## src/la_id_pkg.sv

```systemverilog
package la_id_pkg;

    localparam int XLEN     = 32;  // data and address width
    localparam int REG_AW   = 5;
    localparam int NUM_REGS = 32;
    localparam int LINK_REG = 1;   // bl writes its return address here

    // alu operation handed to ex
    typedef enum logic [3:0] {
        alu_add,
        alu_sub,
        alu_slt,
        alu_sltu,
        alu_and,
        alu_nor,
        alu_or,
        alu_xor,
        alu_sll,
        alu_srl,
        alu_sra,
        alu_lui
    } alu_op_e;

    // branch kind resolved in id
    typedef enum logic [3:0] {
        br_none,
        br_beq,
        br_bne,
        br_blt,
        br_bge,
        br_bltu,
        br_bgeu,
        br_b,
        br_bl,
        br_jirl
    } br_kind_e;

    typedef enum logic [1:0] {
        size_byte,
        size_half,
        size_word
    } mem_size_e;

    typedef struct packed {
        logic [XLEN-1:0] inst;
        logic [XLEN-1:0] pc;
    } if_to_id_t;

    // redirect back to fetch
    typedef struct packed {
        logic            taken;
        logic [XLEN-1:0] target;
    } br_bus_t;

    typedef struct packed {
        logic              we;
        logic [REG_AW-1:0] waddr;
        logic [XLEN-1:0]   wdata;
    } rf_write_t;

    // one producer further down the pipe
    typedef struct packed {
        rf_write_t wr;
        logic      pending;  // wdata not computed yet
    } fwd_src_t;

    typedef struct packed {
        alu_op_e           alu_op;
        br_kind_e          br_kind;
        logic [XLEN-1:0]   imm;
        logic [XLEN-1:0]   offs;         // branch offset, already <<2
        logic              src1_is_pc;
        logic              src2_is_imm;
        logic [REG_AW-1:0] raddr1;
        logic [REG_AW-1:0] raddr2;
        logic              need_r1;
        logic              need_r2;
        logic              rf_we;
        logic [REG_AW-1:0] rf_waddr;
        logic              mem_we;
        logic              res_from_mem;
        mem_size_e         mem_size;
        logic              mem_unsigned;
    } dec_t;

    typedef struct packed {
        alu_op_e           alu_op;
        logic [XLEN-1:0]   src1;
        logic [XLEN-1:0]   src2;
        logic              rf_we;
        logic [REG_AW-1:0] rf_waddr;
        logic              mem_we;
        logic              res_from_mem;
        mem_size_e         mem_size;
        logic              mem_unsigned;
        logic [XLEN-1:0]   store_data;
        logic [XLEN-1:0]   pc;
    } id_to_ex_t;

endpackage

```

## src/id_decoder.sv

```systemverilog
module id_decoder (
    input  logic [la_id_pkg::XLEN-1:0] inst,
    output la_id_pkg::dec_t            dec
);
    import la_id_pkg::*;

    logic [5:0]        op_31_26;
    logic [3:0]        op_25_22;
    logic [1:0]        op_21_20;
    logic [4:0]        op_19_15;
    logic [REG_AW-1:0] rd;
    logic [REG_AW-1:0] rj;
    logic [REG_AW-1:0] rk;
    logic [11:0]       i12;
    logic [19:0]       i20;
    logic [15:0]       i16;
    logic [25:0]       i26;

    logic [XLEN-1:0]   si12;
    logic [XLEN-1:0]   ui12;
    logic [XLEN-1:0]   si20;

    logic              r3_hit;     // three-register alu group
    alu_op_e           r3_op;
    logic              sh_hit;     // shift by ui5
    alu_op_e           sh_op;
    logic              ri_hit;     // 2ri12 alu group
    alu_op_e           ri_op;
    logic              ri_zext;

    assign op_31_26 = inst[31:26];
    assign op_25_22 = inst[25:22];
    assign op_21_20 = inst[21:20];
    assign op_19_15 = inst[19:15];
    assign rd       = inst[4:0];
    assign rj       = inst[9:5];
    assign rk       = inst[14:10];
    assign i12      = inst[21:10];
    assign i20      = inst[24:5];
    assign i16      = inst[25:10];
    assign i26      = {inst[9:0], inst[25:10]};

    assign si12 = {{20{i12[11]}}, i12};  // ui5 shifts take the low bits of this
    assign ui12 = {20'b0, i12};
    assign si20 = {i20, 12'b0};

    always_comb begin
        r3_hit = (op_31_26 == 6'h00) && (op_25_22 == 4'h0) && (op_21_20 == 2'h1);
        r3_op  = alu_add;
        case (op_19_15)
            5'h00: r3_op = alu_add;
            5'h02: r3_op = alu_sub;
            5'h04: r3_op = alu_slt;
            5'h05: r3_op = alu_sltu;
            5'h08: r3_op = alu_nor;
            5'h09: r3_op = alu_and;
            5'h0a: r3_op = alu_or;
            5'h0b: r3_op = alu_xor;
            5'h0e: r3_op = alu_sll;
            5'h0f: r3_op = alu_srl;
            5'h10: r3_op = alu_sra;
            default: r3_hit = 1'b0;  // includes mul/div space
        endcase
    end

    always_comb begin
        sh_hit = (op_31_26 == 6'h00) && (op_25_22 == 4'h1) && (op_21_20 == 2'h0);
        sh_op  = alu_sll;
        case (op_19_15)
            5'h01: sh_op = alu_sll;
            5'h09: sh_op = alu_srl;
            5'h11: sh_op = alu_sra;
            default: sh_hit = 1'b0;
        endcase
    end

    always_comb begin
        ri_hit  = (op_31_26 == 6'h00);
        ri_op   = alu_add;
        ri_zext = 1'b0;
        case (op_25_22)
            4'h8: ri_op = alu_slt;
            4'h9: ri_op = alu_sltu;
            4'ha: ri_op = alu_add;
            4'hd: begin
                ri_op   = alu_and;
                ri_zext = 1'b1;
            end
            4'he: begin
                ri_op   = alu_or;
                ri_zext = 1'b1;
            end
            4'hf: begin
                ri_op   = alu_xor;
                ri_zext = 1'b1;
            end
            default: ri_hit = 1'b0;
        endcase
    end

    always_comb begin
        dec          = '0;       // unknown encodings stay a bubble
        dec.alu_op   = alu_add;
        dec.br_kind  = br_none;
        dec.mem_size = size_word;
        dec.raddr1   = rj;
        dec.raddr2   = rk;
        dec.rf_waddr = rd;
        dec.offs     = (op_31_26 == 6'h14 || op_31_26 == 6'h15) ?
                       {{4{i26[25]}}, i26, 2'b0} : {{14{i16[15]}}, i16, 2'b0};

        if (r3_hit) begin
            dec.alu_op  = r3_op;
            dec.need_r1 = 1'b1;
            dec.need_r2 = 1'b1;
            dec.rf_we   = 1'b1;
        end else if (sh_hit || ri_hit) begin
            dec.alu_op      = sh_hit ? sh_op : ri_op;
            dec.imm         = ri_zext ? ui12 : si12;
            dec.src2_is_imm = 1'b1;
            dec.need_r1     = 1'b1;
            dec.rf_we       = 1'b1;
        end else begin
            case (op_31_26)
                6'h05, 6'h07: if (!inst[25]) begin  // lu12i / pcaddu12i
                    dec.alu_op      = (op_31_26 == 6'h05) ? alu_lui : alu_add;
                    dec.src1_is_pc  = (op_31_26 == 6'h07);
                    dec.imm         = si20;
                    dec.src2_is_imm = 1'b1;
                    dec.rf_we       = 1'b1;
                end
                6'h0a: begin
                    dec.imm          = si12;
                    dec.src2_is_imm  = 1'b1;
                    dec.mem_unsigned = op_25_22[3];
                    dec.mem_size     = (op_25_22[1:0] == 2'd0) ? size_byte :
                                       (op_25_22[1:0] == 2'd1) ? size_half : size_word;
                    case (op_25_22)
                        4'h0, 4'h1, 4'h2, 4'h8, 4'h9: begin  // loads
                            dec.need_r1      = 1'b1;
                            dec.rf_we        = 1'b1;
                            dec.res_from_mem = 1'b1;
                        end
                        4'h4, 4'h5, 4'h6: begin  // stores read rd as data
                            dec.raddr2  = rd;
                            dec.need_r1 = 1'b1;
                            dec.need_r2 = 1'b1;
                            dec.mem_we  = 1'b1;
                        end
                        default: dec.src2_is_imm = 1'b0;
                    endcase
                end
                6'h13: begin
                    dec.br_kind     = br_jirl;
                    dec.src1_is_pc  = 1'b1;
                    dec.imm         = 32'd4;  // link value pc+4
                    dec.src2_is_imm = 1'b1;
                    dec.need_r1     = 1'b1;
                    dec.rf_we       = 1'b1;
                end
                6'h14: dec.br_kind = br_b;
                6'h15: begin
                    dec.br_kind     = br_bl;
                    dec.src1_is_pc  = 1'b1;
                    dec.imm         = 32'd4;
                    dec.src2_is_imm = 1'b1;
                    dec.rf_we       = 1'b1;
                    dec.rf_waddr    = REG_AW'(LINK_REG);
                end
                6'h16, 6'h17, 6'h18, 6'h19, 6'h1a, 6'h1b: begin
                    dec.br_kind = (op_31_26 == 6'h16) ? br_beq  :
                                  (op_31_26 == 6'h17) ? br_bne  :
                                  (op_31_26 == 6'h18) ? br_blt  :
                                  (op_31_26 == 6'h19) ? br_bge  :
                                  (op_31_26 == 6'h1a) ? br_bltu : br_bgeu;
                    dec.raddr2  = rd;    // compare rj against rd
                    dec.need_r1 = 1'b1;
                    dec.need_r2 = 1'b1;
                end
                default: ;
            endcase
        end
    end

endmodule

```

## src/id_regfile.sv

```systemverilog
module id_regfile (
    input  logic                         clk,
    input  logic [la_id_pkg::REG_AW-1:0] raddr1,
    input  logic [la_id_pkg::REG_AW-1:0] raddr2,
    input  la_id_pkg::rf_write_t         wr,
    output logic [la_id_pkg::XLEN-1:0]   rdata1,
    output logic [la_id_pkg::XLEN-1:0]   rdata2
);
    import la_id_pkg::*;

    logic [XLEN-1:0] rf [NUM_REGS];

    // r0 is never written
    always_ff @(posedge clk) begin
        if (wr.we && wr.waddr != '0) begin
            rf[wr.waddr] <= wr.wdata;
        end
    end

    // async read with r0 tied to zero
    assign rdata1 = (raddr1 == '0) ? '0 : rf[raddr1];
    assign rdata2 = (raddr2 == '0) ? '0 : rf[raddr2];

endmodule

```

## src/id_hazard_unit.sv

```systemverilog
module id_hazard_unit (
    input  logic [la_id_pkg::REG_AW-1:0] raddr1,
    input  logic [la_id_pkg::REG_AW-1:0] raddr2,
    input  logic                         need_r1,
    input  logic                         need_r2,
    input  logic [la_id_pkg::XLEN-1:0]   rdata1,
    input  logic [la_id_pkg::XLEN-1:0]   rdata2,
    input  la_id_pkg::fwd_src_t          ex_fwd,
    input  la_id_pkg::fwd_src_t          mem_fwd,
    input  la_id_pkg::rf_write_t         wb_wr,
    output logic [la_id_pkg::XLEN-1:0]   rj_value,
    output logic [la_id_pkg::XLEN-1:0]   rkd_value,
    output logic                         stall
);
    import la_id_pkg::*;

    logic [REG_AW-1:0] src_addr  [2];
    logic              src_need  [2];
    logic [XLEN-1:0]   src_rdata [2];
    logic [XLEN-1:0]   src_value [2];
    logic [1:0]        hit_ex;
    logic [1:0]        hit_mem;
    logic [1:0]        hit_wb;

    // producer writes the register this source actually reads
    function automatic logic producer_hit(input rf_write_t wr,
                                          input logic [REG_AW-1:0] addr,
                                          input logic need);
        return need && wr.we && (addr != '0) && (wr.waddr == addr);
    endfunction

    assign src_addr[0]  = raddr1;
    assign src_addr[1]  = raddr2;
    assign src_need[0]  = need_r1;
    assign src_need[1]  = need_r2;
    assign src_rdata[0] = rdata1;
    assign src_rdata[1] = rdata2;

    always_comb begin
        stall = 1'b0;
        for (int i = 0; i < 2; i++) begin
            hit_ex[i]  = producer_hit(ex_fwd.wr, src_addr[i], src_need[i]);
            hit_mem[i] = producer_hit(mem_fwd.wr, src_addr[i], src_need[i]);
            hit_wb[i]  = producer_hit(wb_wr, src_addr[i], src_need[i]);

            // youngest producer wins
            if (hit_ex[i]) begin
                src_value[i] = ex_fwd.wr.wdata;
                stall        = stall | ex_fwd.pending;
            end else if (hit_mem[i]) begin
                src_value[i] = mem_fwd.wr.wdata;
                stall        = stall | mem_fwd.pending;
            end else if (hit_wb[i]) begin
                src_value[i] = wb_wr.wdata;  // also covers same-cycle rf write
            end else begin
                src_value[i] = src_rdata[i];
            end
        end
    end

    assign rj_value  = src_value[0];
    assign rkd_value = src_value[1];

endmodule

```

## src/id_branch_unit.sv

```systemverilog
module id_branch_unit (
    input  la_id_pkg::br_kind_e        br_kind,
    input  logic [la_id_pkg::XLEN-1:0] pc,
    input  logic [la_id_pkg::XLEN-1:0] offs,
    input  logic [la_id_pkg::XLEN-1:0] rj_value,
    input  logic [la_id_pkg::XLEN-1:0] rkd_value,
    output logic                       cond,
    output logic [la_id_pkg::XLEN-1:0] target
);
    import la_id_pkg::*;

    logic            rj_eq_rd;
    logic            rj_lt_rd;
    logic            rj_ltu_rd;
    logic [XLEN-1:0] base;

    assign rj_eq_rd  = (rj_value == rkd_value);
    assign rj_lt_rd  = ($signed(rj_value) < $signed(rkd_value));
    assign rj_ltu_rd = (rj_value < rkd_value);

    always_comb begin
        case (br_kind)
            br_beq:  cond = rj_eq_rd;
            br_bne:  cond = !rj_eq_rd;
            br_blt:  cond = rj_lt_rd;
            br_bge:  cond = !rj_lt_rd;
            br_bltu: cond = rj_ltu_rd;
            br_bgeu: cond = !rj_ltu_rd;
            br_b, br_bl, br_jirl: cond = 1'b1;  // unconditional
            default: cond = 1'b0;
        endcase
    end

    // jirl is register relative and the rest pc relative
    assign base   = (br_kind == br_jirl) ? rj_value : pc;
    assign target = base + offs;

endmodule

```

## src/id_stage.sv

```systemverilog
module id_stage (
    input  logic                   clk,
    input  logic                   resetn,

    // fetch side
    input  logic                   if_valid,
    input  la_id_pkg::if_to_id_t   if_bus,
    output logic                   id_allowin,
    output la_id_pkg::br_bus_t     br_bus,

    // ex side
    output logic                   ex_valid,
    output la_id_pkg::id_to_ex_t   ex_bus,
    input  logic                   ex_allowin,

    // forwarding producers plus the wb regfile write
    input  la_id_pkg::fwd_src_t    ex_fwd,
    input  la_id_pkg::fwd_src_t    mem_fwd,
    input  la_id_pkg::rf_write_t   wb_wr
);
    import la_id_pkg::*;

    logic            id_valid;
    if_to_id_t       id_reg;      // inst/pc held in the stage
    dec_t            dec;

    logic [XLEN-1:0] rf_rdata1;
    logic [XLEN-1:0] rf_rdata2;
    logic [XLEN-1:0] rj_value;
    logic [XLEN-1:0] rkd_value;
    logic            stall;
    logic            ready_go;
    logic            br_cond;
    logic            br_taken;
    logic [XLEN-1:0] br_target;

    assign ready_go   = ~stall;
    assign id_allowin = ~id_valid | (ready_go & ex_allowin);
    assign ex_valid   = id_valid & ready_go;

    // redirect only when the branch really moves on to ex
    assign br_taken = ex_valid & ex_allowin & br_cond;

    always_ff @(posedge clk) begin
        if (!resetn) begin
            id_valid <= 1'b0;
        end else if (br_taken) begin
            id_valid <= 1'b0;      // drop the fetch offered this cycle
        end else if (id_allowin) begin
            id_valid <= if_valid;
        end
    end

    always_ff @(posedge clk) begin
        if (if_valid && id_allowin) begin
            id_reg <= if_bus;
        end
    end

    id_decoder u_decoder (
        .inst (id_reg.inst),
        .dec  (dec)
    );

    id_regfile u_regfile (
        .clk    (clk),
        .raddr1 (dec.raddr1),
        .raddr2 (dec.raddr2),
        .wr     (wb_wr),
        .rdata1 (rf_rdata1),
        .rdata2 (rf_rdata2)
    );

    id_hazard_unit u_hazard (
        .raddr1    (dec.raddr1),
        .raddr2    (dec.raddr2),
        .need_r1   (dec.need_r1),
        .need_r2   (dec.need_r2),
        .rdata1    (rf_rdata1),
        .rdata2    (rf_rdata2),
        .ex_fwd    (ex_fwd),
        .mem_fwd   (mem_fwd),
        .wb_wr     (wb_wr),
        .rj_value  (rj_value),
        .rkd_value (rkd_value),
        .stall     (stall)
    );

    id_branch_unit u_branch (
        .br_kind   (dec.br_kind),
        .pc        (id_reg.pc),
        .offs      (dec.offs),
        .rj_value  (rj_value),
        .rkd_value (rkd_value),
        .cond      (br_cond),
        .target    (br_target)
    );

    assign br_bus = '{taken: br_taken, target: br_target};

    always_comb begin
        ex_bus.alu_op       = dec.alu_op;
        ex_bus.src1         = dec.src1_is_pc ? id_reg.pc : rj_value;
        ex_bus.src2         = dec.src2_is_imm ? dec.imm : rkd_value;
        ex_bus.rf_we        = dec.rf_we & id_valid;  // side effects only when valid
        ex_bus.rf_waddr     = dec.rf_waddr;
        ex_bus.mem_we       = dec.mem_we & id_valid;
        ex_bus.res_from_mem = dec.res_from_mem & id_valid;
        ex_bus.mem_size     = dec.mem_size;
        ex_bus.mem_unsigned = dec.mem_unsigned;
        ex_bus.store_data   = rkd_value;
        ex_bus.pc           = id_reg.pc;
    end

endmodule

```

## config.mk

```make
export PLATFORM = sky130hd
export DESIGN_NAME = id_stage
export DESIGN_NICKNAME = d
export VERILOG_FILES = /design/src/la_id_pkg.sv /design/src/id_decoder.sv /design/src/id_regfile.sv /design/src/id_hazard_unit.sv /design/src/id_branch_unit.sv /design/src/id_stage.sv
export SDC_FILE = /design/constraint.sdc
export NUM_CORES = 2
export LEC_CHECK = 0
export BUFFER_PORTS_ARGS = -buffer_cell sky130_fd_sc_hd__buf_4
export CAP_MARGIN = 10
export CELL_PAD_IN_SITES_DETAIL_PLACEMENT = 0
export CELL_PAD_IN_SITES_GLOBAL_PLACEMENT = 1
export CORE_MARGIN = 2
export CORE_UTILIZATION = 52
export DETAILED_ROUTE_END_ITERATION = 8
export PLACE_DENSITY_LB_ADDON = 0.1
export SYNTH_ARGS = -nofsm -noshare
export SYNTH_HDL_FRONTEND = slang
export SYNTH_HIERARCHICAL = 1
export SYNTH_SLANG_ARGS = --single-unit
export TNS_END_PERCENT = 20
```

## constraint.sdc

```tcl
create_clock -name clk -period 12.56 [get_ports clk]
set_input_delay 3.768 -clock clk [delete_from_list [all_inputs] [get_ports clk]]
set_output_delay 3.768 -clock clk [all_outputs]
set_load 0.005 [all_outputs]
```

Word-level counts from Yosys, hierarchy flattened
Memories as Yosys holds them, arrays and structs flattened. A register that Yosys moved wholly into a read port is not among the register bits.
Index checks and enable logic that the tools add are counted.
{"block": "classes", "n_addsub": 1, "n_mux": 72, "magnitude_cmp": 2, "bitwise_logic": 13, "eq_ne": 53, "n_reduce_logical": 52}
{"operator": "two-way mux 32 bit", "count": 15}
{"operator": "one-hot mux 32 bit (3 select lines)", "count": 1}
{"operator": "less-than comparator 32 bit", "count": 2}
{"operator": "equality test 6 x 5 -> 1 bit, second input constant", "count": 9}
{"operator": "two-way mux 4 bit", "count": 11}
{"operator": "one-hot mux 4 bit (10 select lines)", "count": 1}
{"operator": "two-way mux 36 bit", "count": 1}
{"operator": "adder 32 bit", "count": 1}
{"operator": "equality test 32 bit", "count": 1}
{"operator": "equality test 4 bit, second input constant", "count": 8}
{"operator": "equality test 5 x 4 -> 1 bit, second input constant", "count": 6}
{"operator": "equality test 5 bit", "count": 6}
{"operator": "two-way mux 5 bit", "count": 6}
{"operator": "equality test 4 x 3 -> 1 bit, second input constant", "count": 7}
{"operator": "logical AND 1 bit", "count": 24}
{"operator": "two-way mux 10 bit", "count": 2}
{"operator": "two-way mux 1 bit", "count": 19}
{"operator": "one-hot mux 4 bit (4 select lines)", "count": 1}
{"operator": "logical NOT 5 bit", "count": 3}
{"operator": "one-hot mux 3 bit (5 select lines)", "count": 1}
{"operator": "nonzero test 5 bit", "count": 3}
{"operator": "equality test 4 x 2 -> 1 bit, second input constant", "count": 3}
{"operator": "equality test 6 x 3 -> 1 bit, second input constant", "count": 2}
{"operator": "OR reduction 3 bit", "count": 4}
{"operator": "28 further kinds", "count": 56}
{"block": "totals", "in_bits": 184, "n_memories": 1, "mem_bits_rw": 1024, "ff_bits": 65, "output_inout_bits": 178, "word_cells": 197}
{"memory": "u_regfile.rf", "words": 32, "width": 32, "read_ports": 2, "rd_ports_with_merged_regs": 1, "write_ports": 1, "line": "id_regfile.sv:11", "rtl": "logic [XLEN-1:0] rf [NUM_REGS];"}

Depth between registers and ports, before layout
{"block": "logic_depth", "depth_word": 20, "depth_mapped": 26, "depth_no_buf": 22}

Cells and area by module
Netlist, hierarchy kept.
{"mod": "id_regfile", "n_inst": 1, "seq_area_each_um2": 30749.5, "cells_each": 2401, "area_per_inst_um2": 46966.3}
{"mod": "id_stage", "n_inst": 1, "seq_area_each_um2": 1941.9, "cells_each": 181, "area_per_inst_um2": 3347.0}
{"mod": "id_branch_unit", "n_inst": 1, "seq_area_each_um2": 0.0, "cells_each": 441, "area_per_inst_um2": 3113.0}
{"mod": "id_hazard_unit", "n_inst": 1, "seq_area_each_um2": 0.0, "cells_each": 424, "area_per_inst_um2": 2850.2}
{"mod": "id_decoder", "n_inst": 1, "seq_area_each_um2": 0.0, "cells_each": 223, "area_per_inst_um2": 1480.2}

Least setup slack after synthesis
OpenSTA, ideal clock, no wires.
{"block": "synth_timing", "kind": "input -> output", "start": "in mem_fwd[37] (netlist bit)", "end": "out br_bus[28] (netlist bit)", "t_arrival_ps": 7633, "setup_slack_ps": 1159, "required_ps": 8792, "path_buffers": 3, "cell_stages": 17, "path_cell_list": "xor2_1 or4_1 or4_1 buf_4 buf_6 o21a_1 a22o_1 mux2_2 ha_1 buf_6 a2111oi_4 o2111ai_1 nand3_1 nand4_1 a31oi_2 o21ai_1 a311o_1"}
{"item": "start: declaration", "line": "id_stage.sv:18", "rtl": "input la_id_pkg::fwd_src_t mem_fwd,"}
{"item": "end: declaration", "line": "id_stage.sv:9", "rtl": "output la_id_pkg::br_bus_t br_bus,"}

==> impl_results.md <==
- Max rail drop VDD: 0.000143 V
- Share of post-route cells with drive strength above 1: 0.333
- Mapped Area: 57,800 um2
- CP most frequent cell: buf_4
- Worst Setup Start Kind: input pin
- DRT Pass-1 Iters: 6
- First-pass GRT wire length: between 200 and 300 mm
- CP endpoint kind: output port
- Initial antenna violation count: 25
- # resized after CTS: 0
- Latest clock arrival within the worst-skew pair: 0.75 ns
- Wirelength per Cell: 38.3 um
- Post-Route WL: 216 mm
- Slowest stage delay, CP: around 0.62 ns
- Netlist cell types: 90
- Hold EP: id_valid$_SDFFE_PP0P_
- Row count: roughly 120
- Largest family of logic cells by synthesized area: multiplexers
- Largest net degree at the start of global routing: 97
- DRC: 0
- Final worst slack: roughly 0.11 ns
- Synth warn: 6
- Hold Path Stages: 2
- Core Area: about 110,000 um2
- Hold Vio Cnt, Final: 0
- Async set-reset flop share out of synthesis: 0
- Delay-heaviest family, CP: compound AO/OA/AOI/OAI gates
- Post-Synth Adder-Cell Area: 0.0140
- Clock Tree Root: clkbuf_16
- Vias in the first global route: 39,100
- RR Endpoint: id_valid$_SDFFE_PP0P_
- Hpwl dp: about 140 mm
- GRT Total Usage: 0.371
- Buffer count from post-CTS setup fixing: 0
- PD cells: 135 nW/um2
- Yosys reg bits: 1,089
- Commonest non-fill, non-tap cell in the layout: edfxtp_1
- Max-slew violations: 0
- Period Utilization, post-route: 0.991
- Worst hold start: id_valid$_SDFFE_PP0P_
- R2r setup slk: 4.71 ns
- Worst-path cell chain: buf_4 > xor2_1 > or4_1 > or4_2 > buf_12 > buf_4 > o21ai_0 > o21ai_0 > buf_4 > mux2_2 > ha_1 > o211ai_1 > o21ai_2 > o2111ai_1 > a21bo_2 > a211oi_1 > nor3_1 > nand4b_1 > buf_4
- Initial core utilization: 0.523
- CP bufs+invs: 5
- Die area: 114,000 um2
- Synth Area in Compound Gates: 0.101
- Vias: 40,000
- Ys flop type: edfxtp_1
- Worst min-delay path class: flip-flop to flip-flop
- Path depth of the worst reg2reg path: 24
- Status: completed
- CTS tree: yes
- CP required: 8.79 ns
- Overflow after GRT: 0
- Post-place setup slack: 0.171 ns
- Worst-Margin Slew: 1.30 ns
- Fraction of synthesized area in multiplexers: 0.226
- RSZ-0062 raised after global routing: no
- Crit path arrival time: 8.68 ns
- Clock transition at the registers of the reported paths: about 0.060 ns
- Post-synthesis xor/xnor area fraction: 0.00743
- Max Cap Viol: 0
- Number of synthesized flops with an enable pin: 1,088
- Post-CTS Hold Buffers: 0
- TritonCTS Sinks: 1,089
- Syn avg cell area: 15.7 um2
- Final core occ: 0.602
- Port Buffers: approximately 360
- Slowest CP cell: or4_2
- Relative slew slack: 0.126
- Critical path class: input pin to output port
- Total CTS buffers: roughly 110
- Minimum clock period: 12.45 ns
- Drt first-iter violations: 5,058
- Leak pwr: between 0.02 and 0.025 uW
- Antenna violation net count after detailed routing: 0
- H-tree depth: 3
- Final GP Congestion: 0.981
- Final setup vio count: 0
- Die Ht: 337 um
- Synthesis-to-finish area growth: 15.0%
- Syn Inst Count: 3,670
- Layout Nets: about 4,300
- Fmax: 80.3 MHz
- Register area share after synthesis: 0.566
- Post-DR vias/cell: around 7.1
- Max reg flops: around 1,000
- Simple logic cell fraction of the synthesized area: 0.0438
- Fin Setup TNS: 0 ns
- Clock Path Buffers: 3
- Reg2reg start: id_reg[60]$_DFFE_PP_
- Die width: 337 um
- Layout Skew: between 0.07 and 0.08 ns
- Most frequent cells in the layout: 1,088 x edfxtp_1, 556 x buf_4, 425 x mux4_2
- CP Max Fanout: 32
- Io pins: 362
[power breakdown]
group / switching, uW / total (uW) / internal, uW
Sequential: 55.9 / 4120 / 4070
Clock: 1460 / 3260 / 1800
Combinational: 917 / 1610 / 693
Total: 2430 / 8990 / 6560
[final cells by class]
type | instances | area (um2)
well taps | 1488 | 1860
multi-input cells | 2142 | 23200
clock inverters | 75 | 674
fillers | 8273 | 43900
repair buffers | 578 | 4610
diodes | 8 | 20.0
flip-flops and latches | 1089 | 32700
clock buffers | 133 | 2900
inverters | 118 | 445
[stage by stage]
stage / power, uW / instances / hold slack (ns) / instance area [um2]
2_1_floorplan: 5040 / 3702 / 0.518 / 57900
3_3_place_gp: 5750 / 5413 / 0.593 / 62800
3_5_place_dp: 5770 / 5413 / 0.620 / 62800
4_1_cts: 8990 / 5621 / 0.633 / 66300
5_1_grt: 9230 / 5629 / 0.652 / 66400
6_report: 8990 / 5631 / 0.629 / 66400
[worst min-delay path, delay by kind of cell, from the launching register on]
family / cells / cell delay [ns]
AOI/OAI and AO/OA: 1 / 0.11
DFF: 1 / 0.39
and+or+nand+nor: 1 / 0.10
[synth_stat cells (59+ instances only)]
cell / n / share of area
mux2_4: 60 / 0.016
inv_1: 118 / 0.0077
a21oi_1: 98 / 0.0085
a22o_1: 112 / 0.017
nor2_1: 80 / 0.0052
ha_1: 63 / 0.014
edfxtp_1: 1088 / 0.57
mux2_2: 59 / 0.012
nand2_1: 152 / 0.0099
mux4_2: 425 / 0.17
buf_4: 85 / 0.011
clkbuf_1: 155 / 0.010
buf_2: 76 / 0.0066
mux2i_1: 186 / 0.032
[layer usage]
| metal | up-vias | wire (um) | track usage |
|---|---|---|---|
| li1 | 15900 | - | - |
| met1 | 20600 | 77800 | 0.482 |
| met2 | 2958 | 101000 | 0.593 |
| met3 | 518 | 25800 | 0.0882 |
| met4 | 16 | 11200 | 0.175 |
| met5 | - | 92 | 0 |
[worst max-delay path by stage]
stage,start,to,cells past startpoint
after floorplan,mem_fwd[37],br_bus[28],17
after global placement,mem_fwd[37],br_bus[30],19
after detailed placement,mem_fwd[37],br_bus[32],18
after CTS,mem_fwd[37],br_bus[32],18
after global routing,mem_fwd[34],br_bus[28],21
final,mem_fwd[37],br_bus[21],19
[cell families (layout without fill, tap and decap cells)]
logic type                 after synthesis  after routing
muxes                                  735            737
buffers and inverters                  473            904
DFF                                   1089           1089
xor gates and xnor gates                49             49
other                                    2             42
adders and majority gates               64             64
and+or+nand+nor                        495            495
AOI/OAI and AO/OA                      763            763
Note: power is estimated with default switching activity, not from simulation.
